### config.mk
export PLATFORM = sky130hd
export DESIGN_NAME = fetch_top
export DESIGN_NICKNAME = d
export VERILOG_FILES = /design/src/design/fetch_pkg.sv /design/src/design/insn_predecode.sv /design/src/design/ifu.sv /design/src/design/load_port.sv /design/src/design/read_arbiter.sv /design/src/design/boot_rom.sv /design/src/design/fetch_top.sv
export SDC_FILE = /design/constraint.sdc
export NUM_CORES = 1
export LEC_CHECK = 0
export ABC_CLOCK_PERIOD_IN_PS = 8000
export BUFFER_PORTS_ARGS = -buffer_cell sky130_fd_sc_hd__buf_4
export CORE_MARGIN = 8
export CORE_UTILIZATION = 26
export CTS_BUF_LIST = sky130_fd_sc_hd__clkbuf_4 sky130_fd_sc_hd__clkbuf_8
export CTS_CLUSTER_SIZE = 8
export DETAILED_ROUTE_END_ITERATION = 7
export PLACE_DENSITY = 0.4
export SLEW_MARGIN = 20
export SYNTH_ARGS = -nofsm -noshare
export SYNTH_HDL_FRONTEND = slang
export SYNTH_HIERARCHICAL = 1
export SYNTH_SLANG_ARGS = --single-unit
export TNS_END_PERCENT = 100
### constraint.sdc
create_clock -name clk -period 8 [get_ports clk]
set_input_delay 1.6 -clock clk [delete_from_list [all_inputs] [get_ports clk]]
set_output_delay 1.6 -clock clk [all_outputs]
set_load 0.1 [all_outputs]
### src/program.hex
// boot ROM image, 64 instruction words, eight per line
// word address rises left to right, line by line from word 0
00000013 00100093 00208113 00208463 00000013 01c0006f 00000013 00000013
00000013 00000013 00000013 00000013 00308193 00418213 00208463 00000013
1000006f 00108093 00208093 00308093 00408093 00508093 00608093 00708093
00808093 00908093 00a08093 00b08093 fe209ee3 00c08093 00d08093 00e08093
00f08093 01008093 01108093 01208093 01308093 01408093 01508093 01608093
01708093 01808093 01908093 01a08093 fe209ee3 01b08093 01c08093 01d08093
01e08093 01f08093 02008093 02108093 02208093 02308093 02408093 02508093
02608093 02708093 02808093 02908093 02a08093 02b08093 02c08093 02d08093
### src/design/fetch_pkg.sv
// fetch subsystem package
// shared sizes, bus channel structs and FSM encodings

package fetch_pkg;

  localparam int unsigned rom_words = 64;
  localparam logic [31:0] reset_pc  = 32'h0000_0000;
  localparam logic [31:0] nop_insn  = 32'h0000_0013;  // addi x0,x0,0

  typedef enum logic [1:0] {
    resp_okay   = 2'b00,
    resp_slverr = 2'b10
  } resp_e;

  typedef enum logic [6:0] {
    op_jal    = 7'b1101111,
    op_branch = 7'b1100011
  } opcode_e;

  typedef enum logic [1:0] {f_idle, f_req, f_wait} fetch_state_e;

  typedef enum logic [1:0] {p_idle, p_req, p_wait} port_state_e;

  // AR channel, id 0 is fetch and 1 is load
  typedef struct packed {
    logic        id;
    logic [31:0] addr;
  } rd_req_t;

  // R channel
  typedef struct packed {
    logic        id;
    logic [31:0] data;
    resp_e       resp;
  } rd_rsp_t;

endpackage

### src/design/insn_predecode.sv
// instruction pre-decode
// flags JAL and conditional branches, builds the JAL offset

`timescale 1ns/10ps

module insn_predecode
  import fetch_pkg::*;
(
  input  logic [31:0] insn,
  output logic        jal,
  output logic        branch,
  output logic [31:0] jal_target_off
);

  opcode_e opcode;

  assign opcode = opcode_e'(insn[6:0]);

  assign jal    = (opcode == op_jal);
  assign branch = (opcode == op_branch);

  // J-immediate, bit 0 always zero
  assign jal_target_off = {
    {12{insn[31]}},
    insn[19:12],
    insn[20],
    insn[30:21],
    1'b0
  };

endmodule

### src/design/ifu.sv
// instruction fetch unit
// one read per word, JAL redirect from pre-decode, external redirect has priority

`timescale 1ns/10ps

module ifu
  import fetch_pkg::*;
(
  input  logic        clk,
  input  logic        rst_n,
  input  logic        pc_update,
  input  logic [31:0] pc_in,
  output logic        fetch_ar_valid,
  input  logic        fetch_ar_ready,
  output logic [31:0] fetch_addr,
  input  logic        fetch_r_valid,
  output logic        fetch_r_ready,
  input  rd_rsp_t     fetch_rsp,
  output logic        instr_valid,
  output logic [31:0] instr,
  output logic [31:0] instr_pc,
  output logic        br,
  output logic        jal_taken,
  output logic        illegal
);

  fetch_state_e state, state_next;
  logic [31:0]  pc;  // redirect target while a fetch is in flight
  logic         stale;
  logic         ar_fire, r_fire, launch, drop, rsp_ok;
  logic         jal, branch;
  logic [31:0]  jal_off;
  logic [31:0]  launch_pc;

  insn_predecode u_predecode (
    .insn          (fetch_rsp.data),
    .jal           (jal),
    .branch        (branch),
    .jal_target_off(jal_off)
  );

  assign ar_fire        = fetch_ar_valid && fetch_ar_ready;
  assign r_fire         = (state == f_wait) && fetch_r_valid && fetch_r_ready;
  assign launch         = (state == f_idle) || r_fire;
  assign drop           = pc_update || stale;
  assign rsp_ok         = (fetch_rsp.resp == resp_okay);
  assign fetch_ar_valid = (state == f_req);

  always_comb begin
    state_next = state;
    case (state)
      f_idle:  state_next = f_req;
      f_req:   if (ar_fire) state_next = f_wait;
      f_wait:  if (r_fire) state_next = f_req;
      default: state_next = f_idle;
    endcase
  end

  // next fetch address, redirect first, then JAL, then pc+4
  always_comb begin
    if (pc_update) launch_pc = pc_in;
    else if (stale || state == f_idle) launch_pc = pc;
    else if (rsp_ok && jal) launch_pc = fetch_addr + jal_off;
    else launch_pc = fetch_addr + 32'd4;
  end

  always_ff @(posedge clk or negedge rst_n) begin
    if (!rst_n) begin
      state         <= f_idle;
      pc            <= reset_pc;
      stale         <= 1'b0;
      fetch_r_ready <= 1'b0;
    end else begin
      state         <= state_next;
      fetch_r_ready <= 1'b1;
      if (launch) begin
        pc    <= launch_pc;
        stale <= 1'b0;
      end else if (pc_update) begin
        pc    <= pc_in;
        stale <= 1'b1;  // request already out, drop its answer
      end
    end
  end

  always_ff @(posedge clk) begin
    if (launch) fetch_addr <= launch_pc;
  end

  // decode-stage outputs
  always_ff @(posedge clk or negedge rst_n) begin
    if (!rst_n) begin
      instr_valid <= 1'b0;
      instr       <= nop_insn;
      br          <= 1'b0;
      jal_taken   <= 1'b0;
      illegal     <= 1'b0;
    end else begin
      instr_valid <= r_fire && !drop;
      instr       <= (r_fire && !drop && rsp_ok) ? fetch_rsp.data : nop_insn;
      br          <= r_fire && !drop && rsp_ok && branch;
      jal_taken   <= r_fire && !drop && rsp_ok && jal;
      illegal     <= r_fire && !drop && !rsp_ok;
    end
  end

  always_ff @(posedge clk) begin
    if (r_fire) instr_pc <= fetch_addr;
  end

endmodule

### src/design/load_port.sv
// data load port
// turns a request strobe into one bus read, returns data or error

`timescale 1ns/10ps

module load_port
  import fetch_pkg::*;
(
  input  logic        clk,
  input  logic        rst_n,
  input  logic        ld_req,
  input  logic [31:0] ld_addr,
  output logic        ld_busy,
  output logic        ld_valid,
  output logic [31:0] ld_data,
  output logic        ld_err,
  output logic        ld_ar_valid,
  input  logic        ld_ar_ready,
  output logic [31:0] ld_ar_addr,
  input  logic        ld_r_valid,
  output logic        ld_r_ready,
  input  rd_rsp_t     ld_rsp
);

  port_state_e state;
  logic        start, r_fire;

  assign start       = ld_req && (state == p_idle);  // strobe while busy is ignored
  assign r_fire      = ld_r_valid && ld_r_ready;
  assign ld_busy     = (state != p_idle);
  assign ld_ar_valid = (state == p_req);
  assign ld_r_ready  = (state == p_wait);

  always_ff @(posedge clk or negedge rst_n) begin
    if (!rst_n) begin
      state    <= p_idle;
      ld_valid <= 1'b0;
      ld_err   <= 1'b0;
    end else begin
      ld_valid <= r_fire;
      case (state)
        p_idle:  if (start) state <= p_req;
        p_req:   if (ld_ar_ready) state <= p_wait;
        p_wait: begin
          if (r_fire) begin
            state  <= p_idle;
            ld_err <= (ld_rsp.resp != resp_okay);
          end
        end
        default: state <= p_idle;
      endcase
    end
  end

  always_ff @(posedge clk) begin
    if (start) ld_ar_addr <= ld_addr;
    if (r_fire) ld_data <= ld_rsp.data;
  end

endmodule

### src/design/read_arbiter.sv
// round-robin read arbiter
// two masters onto one AR/R bus, responses steered back by id

`timescale 1ns/10ps

module read_arbiter
  import fetch_pkg::*;
(
  input  logic        clk,
  input  logic        rst_n,
  input  logic        fetch_ar_valid,
  output logic        fetch_ar_ready,
  input  logic [31:0] fetch_addr,
  output logic        fetch_r_valid,
  input  logic        fetch_r_ready,
  output rd_rsp_t     fetch_rsp,
  input  logic        ld_ar_valid,
  output logic        ld_ar_ready,
  input  logic [31:0] ld_addr,
  output logic        ld_r_valid,
  input  logic        ld_r_ready,
  output rd_rsp_t     ld_rsp,
  output logic        bus_ar_valid,
  input  logic        bus_ar_ready,
  output rd_req_t     bus_ar,
  input  logic        bus_r_valid,
  output logic        bus_r_ready,
  input  rd_rsp_t     bus_r
);

  logic last_grant;  // 1 = load
  logic locked;
  logic grant_q;
  logic grant;

  always_comb begin
    if (locked) grant = grant_q;
    else if (fetch_ar_valid && ld_ar_valid) grant = ~last_grant;
    else grant = ld_ar_valid;
  end

  assign bus_ar_valid   = grant ? ld_ar_valid : fetch_ar_valid;
  assign bus_ar.id      = grant;
  assign bus_ar.addr    = grant ? ld_addr : fetch_addr;
  assign fetch_ar_ready = !grant && bus_ar_ready;
  assign ld_ar_ready    = grant && bus_ar_ready;

  // grant held until the AR beat is taken
  always_ff @(posedge clk or negedge rst_n) begin
    if (!rst_n) begin
      last_grant <= 1'b1;  // fetch wins first
      locked     <= 1'b0;
      grant_q    <= 1'b0;
    end else if (bus_ar_valid && bus_ar_ready) begin
      last_grant <= grant;
      locked     <= 1'b0;
    end else if (bus_ar_valid) begin
      locked  <= 1'b1;
      grant_q <= grant;
    end
  end

  assign fetch_r_valid = bus_r_valid && !bus_r.id;
  assign ld_r_valid    = bus_r_valid && bus_r.id;
  assign fetch_rsp     = bus_r;
  assign ld_rsp        = bus_r;
  assign bus_r_ready   = bus_r.id ? ld_r_ready : fetch_r_ready;

endmodule

### src/design/boot_rom.sv
// boot ROM read slave
// single beat, fixed two-cycle latency, error above the ROM range

`timescale 1ns/10ps

module boot_rom
  import fetch_pkg::*;
(
  input  logic    clk,
  input  logic    rst_n,
  input  logic    bus_ar_valid,
  output logic    bus_ar_ready,
  input  rd_req_t bus_ar,
  output logic    bus_r_valid,
  input  logic    bus_r_ready,
  output rd_rsp_t bus_r
);

  logic [31:0] mem [rom_words];
  port_state_e state;
  logic        lat_cnt;
  rd_req_t     req_q;
  logic        in_range;

  initial $readmemh("/design/src/program.hex", mem);

  assign bus_ar_ready = (state == p_idle);
  assign bus_r_valid  = (state == p_wait);
  assign in_range     = (req_q.addr < 32'(4 * rom_words));

  always_ff @(posedge clk or negedge rst_n) begin
    if (!rst_n) begin
      state   <= p_idle;
      lat_cnt <= 1'b0;
    end else begin
      case (state)
        p_idle: begin
          if (bus_ar_valid) begin
            state   <= p_req;
            lat_cnt <= 1'b0;
          end
        end
        p_req: begin
          lat_cnt <= 1'b1;
          if (lat_cnt) state <= p_wait;  // second cycle after accept
        end
        p_wait:  if (bus_r_ready) state <= p_idle;
        default: state <= p_idle;
      endcase
    end
  end

  always_ff @(posedge clk) begin
    if (bus_ar_valid && bus_ar_ready) req_q <= bus_ar;
    if (state == p_req && lat_cnt) begin
      bus_r.id   <= req_q.id;
      bus_r.data <= in_range ? mem[req_q.addr[$clog2(rom_words)+1:2]] : 32'h0;
      bus_r.resp <= in_range ? resp_okay : resp_slverr;
    end
  end

endmodule

### src/design/fetch_top.sv
// fetch subsystem top
// fetch unit and load port share the boot ROM through the arbiter

`timescale 1ns/10ps

module fetch_top
  import fetch_pkg::*;
(
  input  logic        clk,
  input  logic        rst_n,
  input  logic        pc_update,
  input  logic [31:0] pc_in,
  output logic        instr_valid,
  output logic [31:0] instr,
  output logic [31:0] instr_pc,
  output logic        br,
  output logic        jal_taken,
  output logic        illegal,
  input  logic        ld_req,
  input  logic [31:0] ld_addr,
  output logic        ld_busy,
  output logic        ld_valid,
  output logic [31:0] ld_data,
  output logic        ld_err
);

  logic        fetch_ar_valid, fetch_ar_ready, fetch_r_valid, fetch_r_ready;
  logic [31:0] fetch_addr;
  rd_rsp_t     fetch_rsp;
  logic        ld_ar_valid, ld_ar_ready, ld_r_valid, ld_r_ready;
  logic [31:0] ld_ar_addr;
  rd_rsp_t     ld_rsp;
  logic        bus_ar_valid, bus_ar_ready, bus_r_valid, bus_r_ready;
  rd_req_t     bus_ar;
  rd_rsp_t     bus_r;

  ifu u_ifu (
    .clk, .rst_n, .pc_update, .pc_in,
    .fetch_ar_valid, .fetch_ar_ready, .fetch_addr,
    .fetch_r_valid, .fetch_r_ready, .fetch_rsp,
    .instr_valid, .instr, .instr_pc, .br, .jal_taken, .illegal
  );

  load_port u_load_port (
    .clk, .rst_n, .ld_req, .ld_addr, .ld_busy, .ld_valid, .ld_data, .ld_err,
    .ld_ar_valid, .ld_ar_ready, .ld_ar_addr,
    .ld_r_valid, .ld_r_ready, .ld_rsp
  );

  read_arbiter u_arbiter (
    .clk, .rst_n,
    .fetch_ar_valid, .fetch_ar_ready, .fetch_addr,
    .fetch_r_valid, .fetch_r_ready, .fetch_rsp,
    .ld_ar_valid, .ld_ar_ready, .ld_addr(ld_ar_addr),
    .ld_r_valid, .ld_r_ready, .ld_rsp,
    .bus_ar_valid, .bus_ar_ready, .bus_ar,
    .bus_r_valid, .bus_r_ready, .bus_r
  );

  boot_rom u_rom (
    .clk, .rst_n, .bus_ar_valid, .bus_ar_ready, .bus_ar,
    .bus_r_valid, .bus_r_ready, .bus_r
  );

endmodule

==> flow_summary.ini, run 1 <==
[run_status]
status = finished, final reports clean

[clock_tree]
ctsHoldBuffers = 0
cts.sinks = 229
cts_buffers = 43
h-tree-depth = 2
post-cts-setup-buffer-count = 0
clockRootBuffer = clkbuf_8
cts_resized = 0
cts_tree = done
clk_pin_slew_ns = 0.06
clock_latency_ns = 0.58
clock_path_buffers = 3

[final_layout]
nNetsFinal = 1274
final_area_mm2 = 0.01421
drive_gt1_frac = 0.2626
layout_commonest_cell = buf_4
syn_to_final_growth_pct = 16.36
final_cell_mix = buf_4 (172), edfxtp_1 (147), nand2_1 (103)

[sta]
relSlewSlack = 0.1094
final_hold_viol_count = 0
skew_ns = 0.01309
fin_tns_setup_ns = 0
max_freq_mhz = 310.8
hold_ws_ns = 0.4162
period_minus_slack_ns = 3.217
setup_viol = 0
fin_crit_sh = 0.4022
rsz0062_at_grt = false
worst_slack_ns = 4.783
drv_slew = 0
worst_pin_slew_ns = 1.336

[worst_setup_path]
cp_slowest_cell = inv_1
r2r_start = u_ifu/fetch_addr[8]
critPathTopFamily = buffers and inverters
criticalPathCategory = input port to flip-flop
crit_path_start_kind = input port
rr_endpoint = u_ifu/fetch_addr[25]
crit_buf_inv = 2
ff2ff_path_depth = 8
max_stage_delay_ns = 0.73
end_kind = flip-flop
worstPathCellList = buf_4 > inv_1 > nand2_1 > mux2_2
worstPathRequired_ns = 8.46
ff2ff_setup_slack_ns = 5.02
cp_max_fo = 41
cp.arrival_ns = 3.68

[synthesis]
syn_avg_cell_area_um2 = 11.12
synthesis.area_mm2 = 0.01222
syn_inst = 1099
ys_warn_count = 6

[routing]
post_drt_wl_per_cell_um = 20.21
drtPass1Iterations = 7
vias = 8296
avgViaCountPerCell = 4.568
finalWirelength_mm = 36.71
drtIter0Drc = 404
remaining_drc_errors = 0
antenna_left = 0

[min_path]
min_to = u_rom/bus_r[34]
min_path_cells = 0
hp-start = u_rom/req_q[32]
min_path_type = flip-flop to flip-flop

[placed_design]
place_hpwl_mm = 25.89
placed_cell_area_mm2 = 0.01322
dp_slack_ns = 4.176
gp_congestion = 0.8226
numPortBuffers = 162

[pwr]
p_per_area_mw_per_mm2 = 346.7
p_total_mw = 4.928
cellLeakagePower_nw = 5.687
ir_drop_mv = 0.1191

[global_route]
track_usage = 0.1344
grt_pass1_vias = 8533
antenna_found_initial = 1
grt_max_degree = 45
grt_pass1_wl_mm = 55.23
grt_overflow_total = 0

[die]
die-area_mm2 = 0.05417
start_util = 0.2629
pin_count = 171
core_mm2 = 0.04646
chipHeight_um = 232.8
die-width_um = 232.8
fp-row-count = 79

[job]
maxCapViolCount = 0
-- final cells by class --
type / count / area, um^2
flip-flops and latches: 229 / 6471
fillers: 4880 / 32240
inverters: 18 / 67.56
repair buffers: 172 / 1291
multi-input cells: 709 / 4627
clock inverters: 7 / 132.6
well taps: 607 / 759.5
clock buffers: 72 / 859.6
diodes: 2 / 5.005
-- state kept, by name, summed over array words and instances, names as in the netlist, 2 cells and up --
register                cells
u_ifu/instr                32
u_rom/state                 2
u_load_port/ld_ar_addr     24
u_rom/req_q                25
u_rom/bus_r                 2
u_ifu/fetch_addr           32
u_load_port/ld_data        32
u_ifu/instr_pc             32
u_load_port/state           2
u_ifu/state                 2
u_ifu/pc                   32
-- layer usage --
layer | up-vias | part of all wire | wire length (um) | global-route usage
met5 | - | 0 | 0 | 0
met4 | 0 | 0.020 | 748 | 0.03656
met3 | 61 | 0.049 | 1811 | 0.02777
met2 | 198 | 0.47 | 17080 | 0.2161
met1 | 4073 | 0.47 | 17070 | 0.1818
li1 | 3964 | - | - | -
-- power breakdown --
group | internal [mW] | switching [mW]
logic | 0.664 | 1.05
clock network | 0.803 | 0.509
registers | 1.64 | 0.263
total | 3.10 | 1.83
-- how the worst max path moves through the flow --
stage / from / endpoint / slack, ns / cells after the start
2_1_floorplan: u_rom/state[1] / u_ifu/pc[7] / 2.64 / 10
3_3_place_gp: pc_update / u_ifu/pc[29] / 4.27 / 4
3_5_place_dp: pc_update / u_ifu/pc[2] / 4.18 / 4
4_1_cts: u_load_port/state[1] / ld_busy / 4.79 / 2
5_1_grt: pc_update / u_ifu/pc[1] / 4.72 / 4
6_report: pc_update / u_ifu/pc[5] / 4.78 / 4
-- stage by stage --
step / cells / utilization
after global placement: 1735 / 0.2845
after detailed placement: 1735 / 0.2845
after floorplan: 1131 / -
final: 1816 / 0.3060
after global routing: 1815 / 0.3059
after CTS: 1814 / 0.3058
Note: power is estimated with default switching activity, not from simulation.
==> run 2: changes to the inputs <==
- ABC_CLOCK_PERIOD_IN_PS: 8000 -> 2800
- PLACE_DENSITY: 0.4 -> 0.42
- clock period: 8 -> 2.8 ns (I/O delays scaled with it)
==> run 2 against run 1 <==
Compared with the run above: die area stayed put; combinational power grew to 3.3 times the previous value; sequential cell count stayed put; utilization is 0.81 points higher; register-to-register slack worse by 4.7 ns; critical path depth is 6 higher; global-route usage is 0.26 points lower; sequential share of layout area is 1.2 points lower.
==> flow_summary.ini, run 2 (synthesis results as in run 1) <==
[run_status]
status = finished, final reports clean

[global_route]
grt_max_degree = 82
track_usage = 0.1318
antenna_found_initial = 0
grt_overflow_total = 0
met3_usage = 0.03106
grt_pass1_wl_mm = 54.10
grt_pass1_vias = 8674
grt_busiest_layer = met2
use_met2 = 0.2135
use_met1 = 0.1733

[sta]
skew_ns = 0.02493
final_hold_viol_count = 0
worst_pin_slew_ns = 1.336
setup_viol = 0
max_freq_mhz = 398.0
relSlewSlack = 0.1073
hold_ws_ns = 0.1315
fin_crit_sh = 0.8973
worst_slack_ns = 0.2875
period_minus_slack_ns = 2.513
rsz0062_at_grt = false
drv_slew = 0

[worst_setup_path]
cp.arrival_ns = 2.85
cp_max_fo = 6
criticalPathCategory = flip-flop to flip-flop
worstPathRequired_ns = 3.13
crit_path_start_kind = flip-flop
ff2ff_setup_slack_ns = 0.29
end_kind = flip-flop

[clock_tree]
ctsHoldBuffers = 1
clk_pin_slew_ns = 0.06
clockRootBuffer = clkbuf_8
clock_path_buffers = 3
clock_latency_ns = 0.60
cts.sinks = 229
h-tree-depth = 2
cts_tree = done
cts_resized = 0
post-cts-setup-buffer-count = 0
cts_buffers = 44

[final_layout]
drive_gt1_frac = 0.2863
layout_commonest_cell = buf_4
post-route-util = 0.3141
final_cell_mix = buf_4 (212), edfxtp_1 (147), nand2_1 (103)
nNetsFinal = 1321
syn_to_final_growth_pct = 19.44

[min_path]
min_path_type = input port to flip-flop

[die]
die-width_um = 232.8
pin_count = 171
fp-row-count = 79
start_util = 0.2629
core_mm2 = 0.04646
chipHeight_um = 232.8
die-area_mm2 = 0.05417

[routing]
drtPass1Iterations = 5
finalWirelength_mm = 36.35
remaining_drc_errors = 0
avgViaCountPerCell = 4.512
post_drt_wl_per_cell_um = 19.52
drtIter0Drc = 506
vias = 8402
antenna_left = 0

[pwr]
ir_drop_mv = 0.3415
cellLeakagePower_nw = 5.921
p_per_area_mw_per_mm2 = 985.6

[placed_design]
numPortBuffers = 162
dp_slack_ns = 0.2791
place_hpwl_mm = 26.31
gp_congestion = 0.8119

[job]
maxCapViolCount = 0
-- run 2: changes by cell type in the layout (fill, tap and decap cells not counted), moves of 3 or more --
cell,previous run,this run
buf_4,172,212
clkbuf_4,21,14
buf_12,0,5
clkinv_2,1,5
clkinv_1,2,5
-- run 2: per-stage QoR --
step           instances  total power, mW  cell area, um^2  setup TNS, ns
3_5_place_dp        1780            10.65            13620              0
5_1_grt             1861            15.34            14590              0
6_report            1862            14.38            14590              0
4_1_cts             1861            14.43            14590              0
3_3_place_gp        1780            10.63            13620              0
2_1_floorplan       1131            9.026            12360       -0.03038
-- run 2: path summary, 6_finish.rpt --
check	from	endpoint	depth (start not counted)
hold reg to reg	u_rom/req_q[32]	u_rom/bus_r[34]	0
hold / removal	ld_addr[9]	u_load_port/ld_ar_addr[9]	1
min in group asynchronous	rst_n	u_ifu/instr[9]	2
setup / recovery	u_ifu/fetch_addr[2]	u_ifu/fetch_addr[30]	10
setup reg to reg	u_ifu/fetch_addr[2]	u_ifu/fetch_addr[30]	10
max in group asynchronous	rst_n	u_arbiter/last_grant	3
-- run 2: worst max-delay path, stage by stage (launching register included) --
cell and delay [ns]:
edfxtp_1 0.40, ha_1 0.26, and4_1 0.25, and3_1 0.21, nand2_1 0.10, or2_1 0.29
nor3_1 0.09, a21o_1 0.17, a221oi_2 0.25, nand2_1 0.08, o21a_1 0.16
-- run 2: per-layer routing --
metal  share of wire  up-vias
li1                -     4051
met1            0.45     4095
met2            0.47      206
met3           0.055       50
met4           0.022        0
met5               0        -
-- run 2: layout make-up --
type / instances / area (um^2)
fill: 4841 / 31870
sequential: 229 / 6471
multi-input combinational: 709 / 4631
timing repair buffer: 218 / 1702
clock buffer: 65 / 807.0
tap: 607 / 759.5
clock inverter: 15 / 150.1
inverter: 18 / 67.56
antenna: 1 / 2.502
-- run 2: power by group --
| group | internal (mW) | switching [mW] |
|---|---|---|
| Combinational | 2.26 | 3.36 |
| Sequential | 4.66 | 0.457 |
| Clock | 2.13 | 1.52 |
==> run 3: changes to the inputs <==
- CTS_BUF_LIST: sky130_fd_sc_hd__clkbuf_4 sky130_fd_sc_hd__clkbuf_8 -> default
==> run 3 against run 2 <==
Compared with the run above: wire length fell by 0.54%; clock power rose by 5%; global-route usage barely moved; critical path depth did not move; design area barely moved; maximum frequency rose by 0.30%; first-iteration DRC count rose by 0.59%; non-clock buffer count fell by 1; sequential power barely moved; register-to-register slack barely moved.
==> flow_summary.ini, run 3 (synthesis results as in run 1) <==
[run_status]
status = finished, final reports clean

[final_layout]
drive_gt1_frac = 0.2620
nNetsFinal = 1311
layout_commonest_cell = buf_4
diodes = 0
nFillCells = 4817
final_cell_mix = buf_4 (212), edfxtp_1 (147), nand2_1 (103)
fin_cells = 1836
syn_to_final_growth_pct = 19.45
post-route-util = 0.3141
final_area_mm2 = 0.01459

[sta]
setup_viol = 0
rsz0062_at_grt = false
max_freq_mhz = 399.2
skew_ns = 0.01751
final_hold_viol_count = 0
relSlewSlack = 0.09854
fin_crit_sh = 0.8947
worst_pin_slew_ns = 1.349
drv_slew = 0
period_minus_slack_ns = 2.505

[routing]
drtPass1Iterations = 5
drtIter0Drc = 509
vias = 8318
avgViaCountPerCell = 4.531
antenna_left = 0
post_drt_wl_per_cell_um = 19.69
finalWirelength_mm = 36.15
remaining_drc_errors = 0

[placed_design]
numPortBuffers = 162
placed_cell_area_mm2 = 0.01362
dpl.cell_count = 1780
gp_congestion = 0.8119
place_hpwl_mm = 26.31

[die]
fp-row-count = 79
core_mm2 = 0.04646
start_util = 0.2629
chipHeight_um = 232.8
die-width_um = 232.8
die-area_mm2 = 0.05417
pin_count = 171

[clock_tree]
clock_path_buffers = 3
cts_buffers = 35
h-tree-depth = 2
cts.sinks = 229
clk_pin_slew_ns = 0.05
cts_tree = done
ctsHoldBuffers = 0
cts_resized = 0
clock_latency_ns = 0.52
post-cts-setup-buffer-count = 0
clockRootBuffer = clkbuf_16

[pwr]
cellLeakagePower_nw = 5.880
p_per_area_mw_per_mm2 = 997.1
ir_drop_mv = 0.3419

[worst_setup_path]
criticalPathCategory = flip-flop to flip-flop
ff2ff_setup_slack_ns = 0.29
ff2ff_path_depth = 10
cp.arrival_ns = 2.78
cp_max_fo = 6
r2r_start = u_ifu/fetch_addr[2]
worstPathRequired_ns = 3.08
rr_endpoint = u_ifu/fetch_addr[30]
end_kind = flip-flop
crit_path_start_kind = flip-flop

[global_route]
track_usage = 0.1315
grt_max_degree = 82
grt_pass1_vias = 8518
grt_pass1_wl_mm = 53.79
grt_overflow_total = 0
antenna_found_initial = 1

[job]
maxCapViolCount = 0

[min_path]
min_path_type = input port to async pin
## run 3: worst max path at each step
stage	startpoint	depth (start not counted)	slack, ns	endpoint
detailed placement	u_ifu/fetch_addr[2]	10	0.28	u_ifu/fetch_addr[30]
global route	u_ifu/fetch_addr[2]	9	0.16	u_ifu/fetch_addr[26]
floorplan	u_rom/state[1]	10	-0.03	u_ifu/pc[7]
global placement	u_ifu/fetch_addr[2]	10	0.26	u_ifu/fetch_addr[30]
CTS	u_ifu/fetch_addr[2]	10	0.27	u_ifu/fetch_addr[30]
finish	u_ifu/fetch_addr[2]	10	0.29	u_ifu/fetch_addr[30]
## run 3: where the power goes
group / internal [mW] / total [mW] / switching [mW]
Clock: 2.32 / 3.82 / 1.51
Sequential: 4.67 / 5.12 / 0.453
Combinational: 2.26 / 5.61 / 3.35
## run 3: final cells by class
type                            instances  area [um^2]  share of cell area
Clock inverter                          4        21.27            0.001458
Multi-Input combinational cell        709         4631              0.3174
Sequential cell                       229         6471              0.4435
Timing Repair Buffer                  217         1692              0.1159
Clock buffer                           52        949.7             0.06508
Tap cell                              607        759.5             0.05205
Inverter                               18        67.56            0.004630
## run 3: per-stage QoR
stage	power [mW]	hold slack [ns]	TNS [ns]	setup WS, ns
after detailed placement	10.65	0.4061	0	0.2791
after CTS	14.61	0.03963	0	0.2704
final	14.55	0.04942	0	0.2949
after floorplan	9.026	0.2644	-0.03038	-0.03038
after global routing	15.51	0.08611	0	0.1634
after global placement	10.63	0.4011	0	0.2568
## run 3: worst max-delay path, stage by stage (launching register included)
cell      delay, ns
edfxtp_1       0.40
ha_1           0.26
and4_1         0.25
and3_1         0.21
nand2_1        0.10
or2_1          0.29
nor3_1         0.09
a21o_1         0.17
a221oi_2       0.25
nand2_1        0.08
o21a_1         0.16
## run 3: routing by layer
layer | wire (um) | global-route usage | vias up | part of all wire
li1 | - | - | 4025 | -
met1 | 16680 | 0.1745 | 4065 | 0.46
met2 | 16910 | 0.2124 | 186 | 0.47
met3 | 1729 | 0.02558 | 42 | 0.048
met4 | 835 | 0.04477 | 0 | 0.023
met5 | 0 | 0 | - | 0
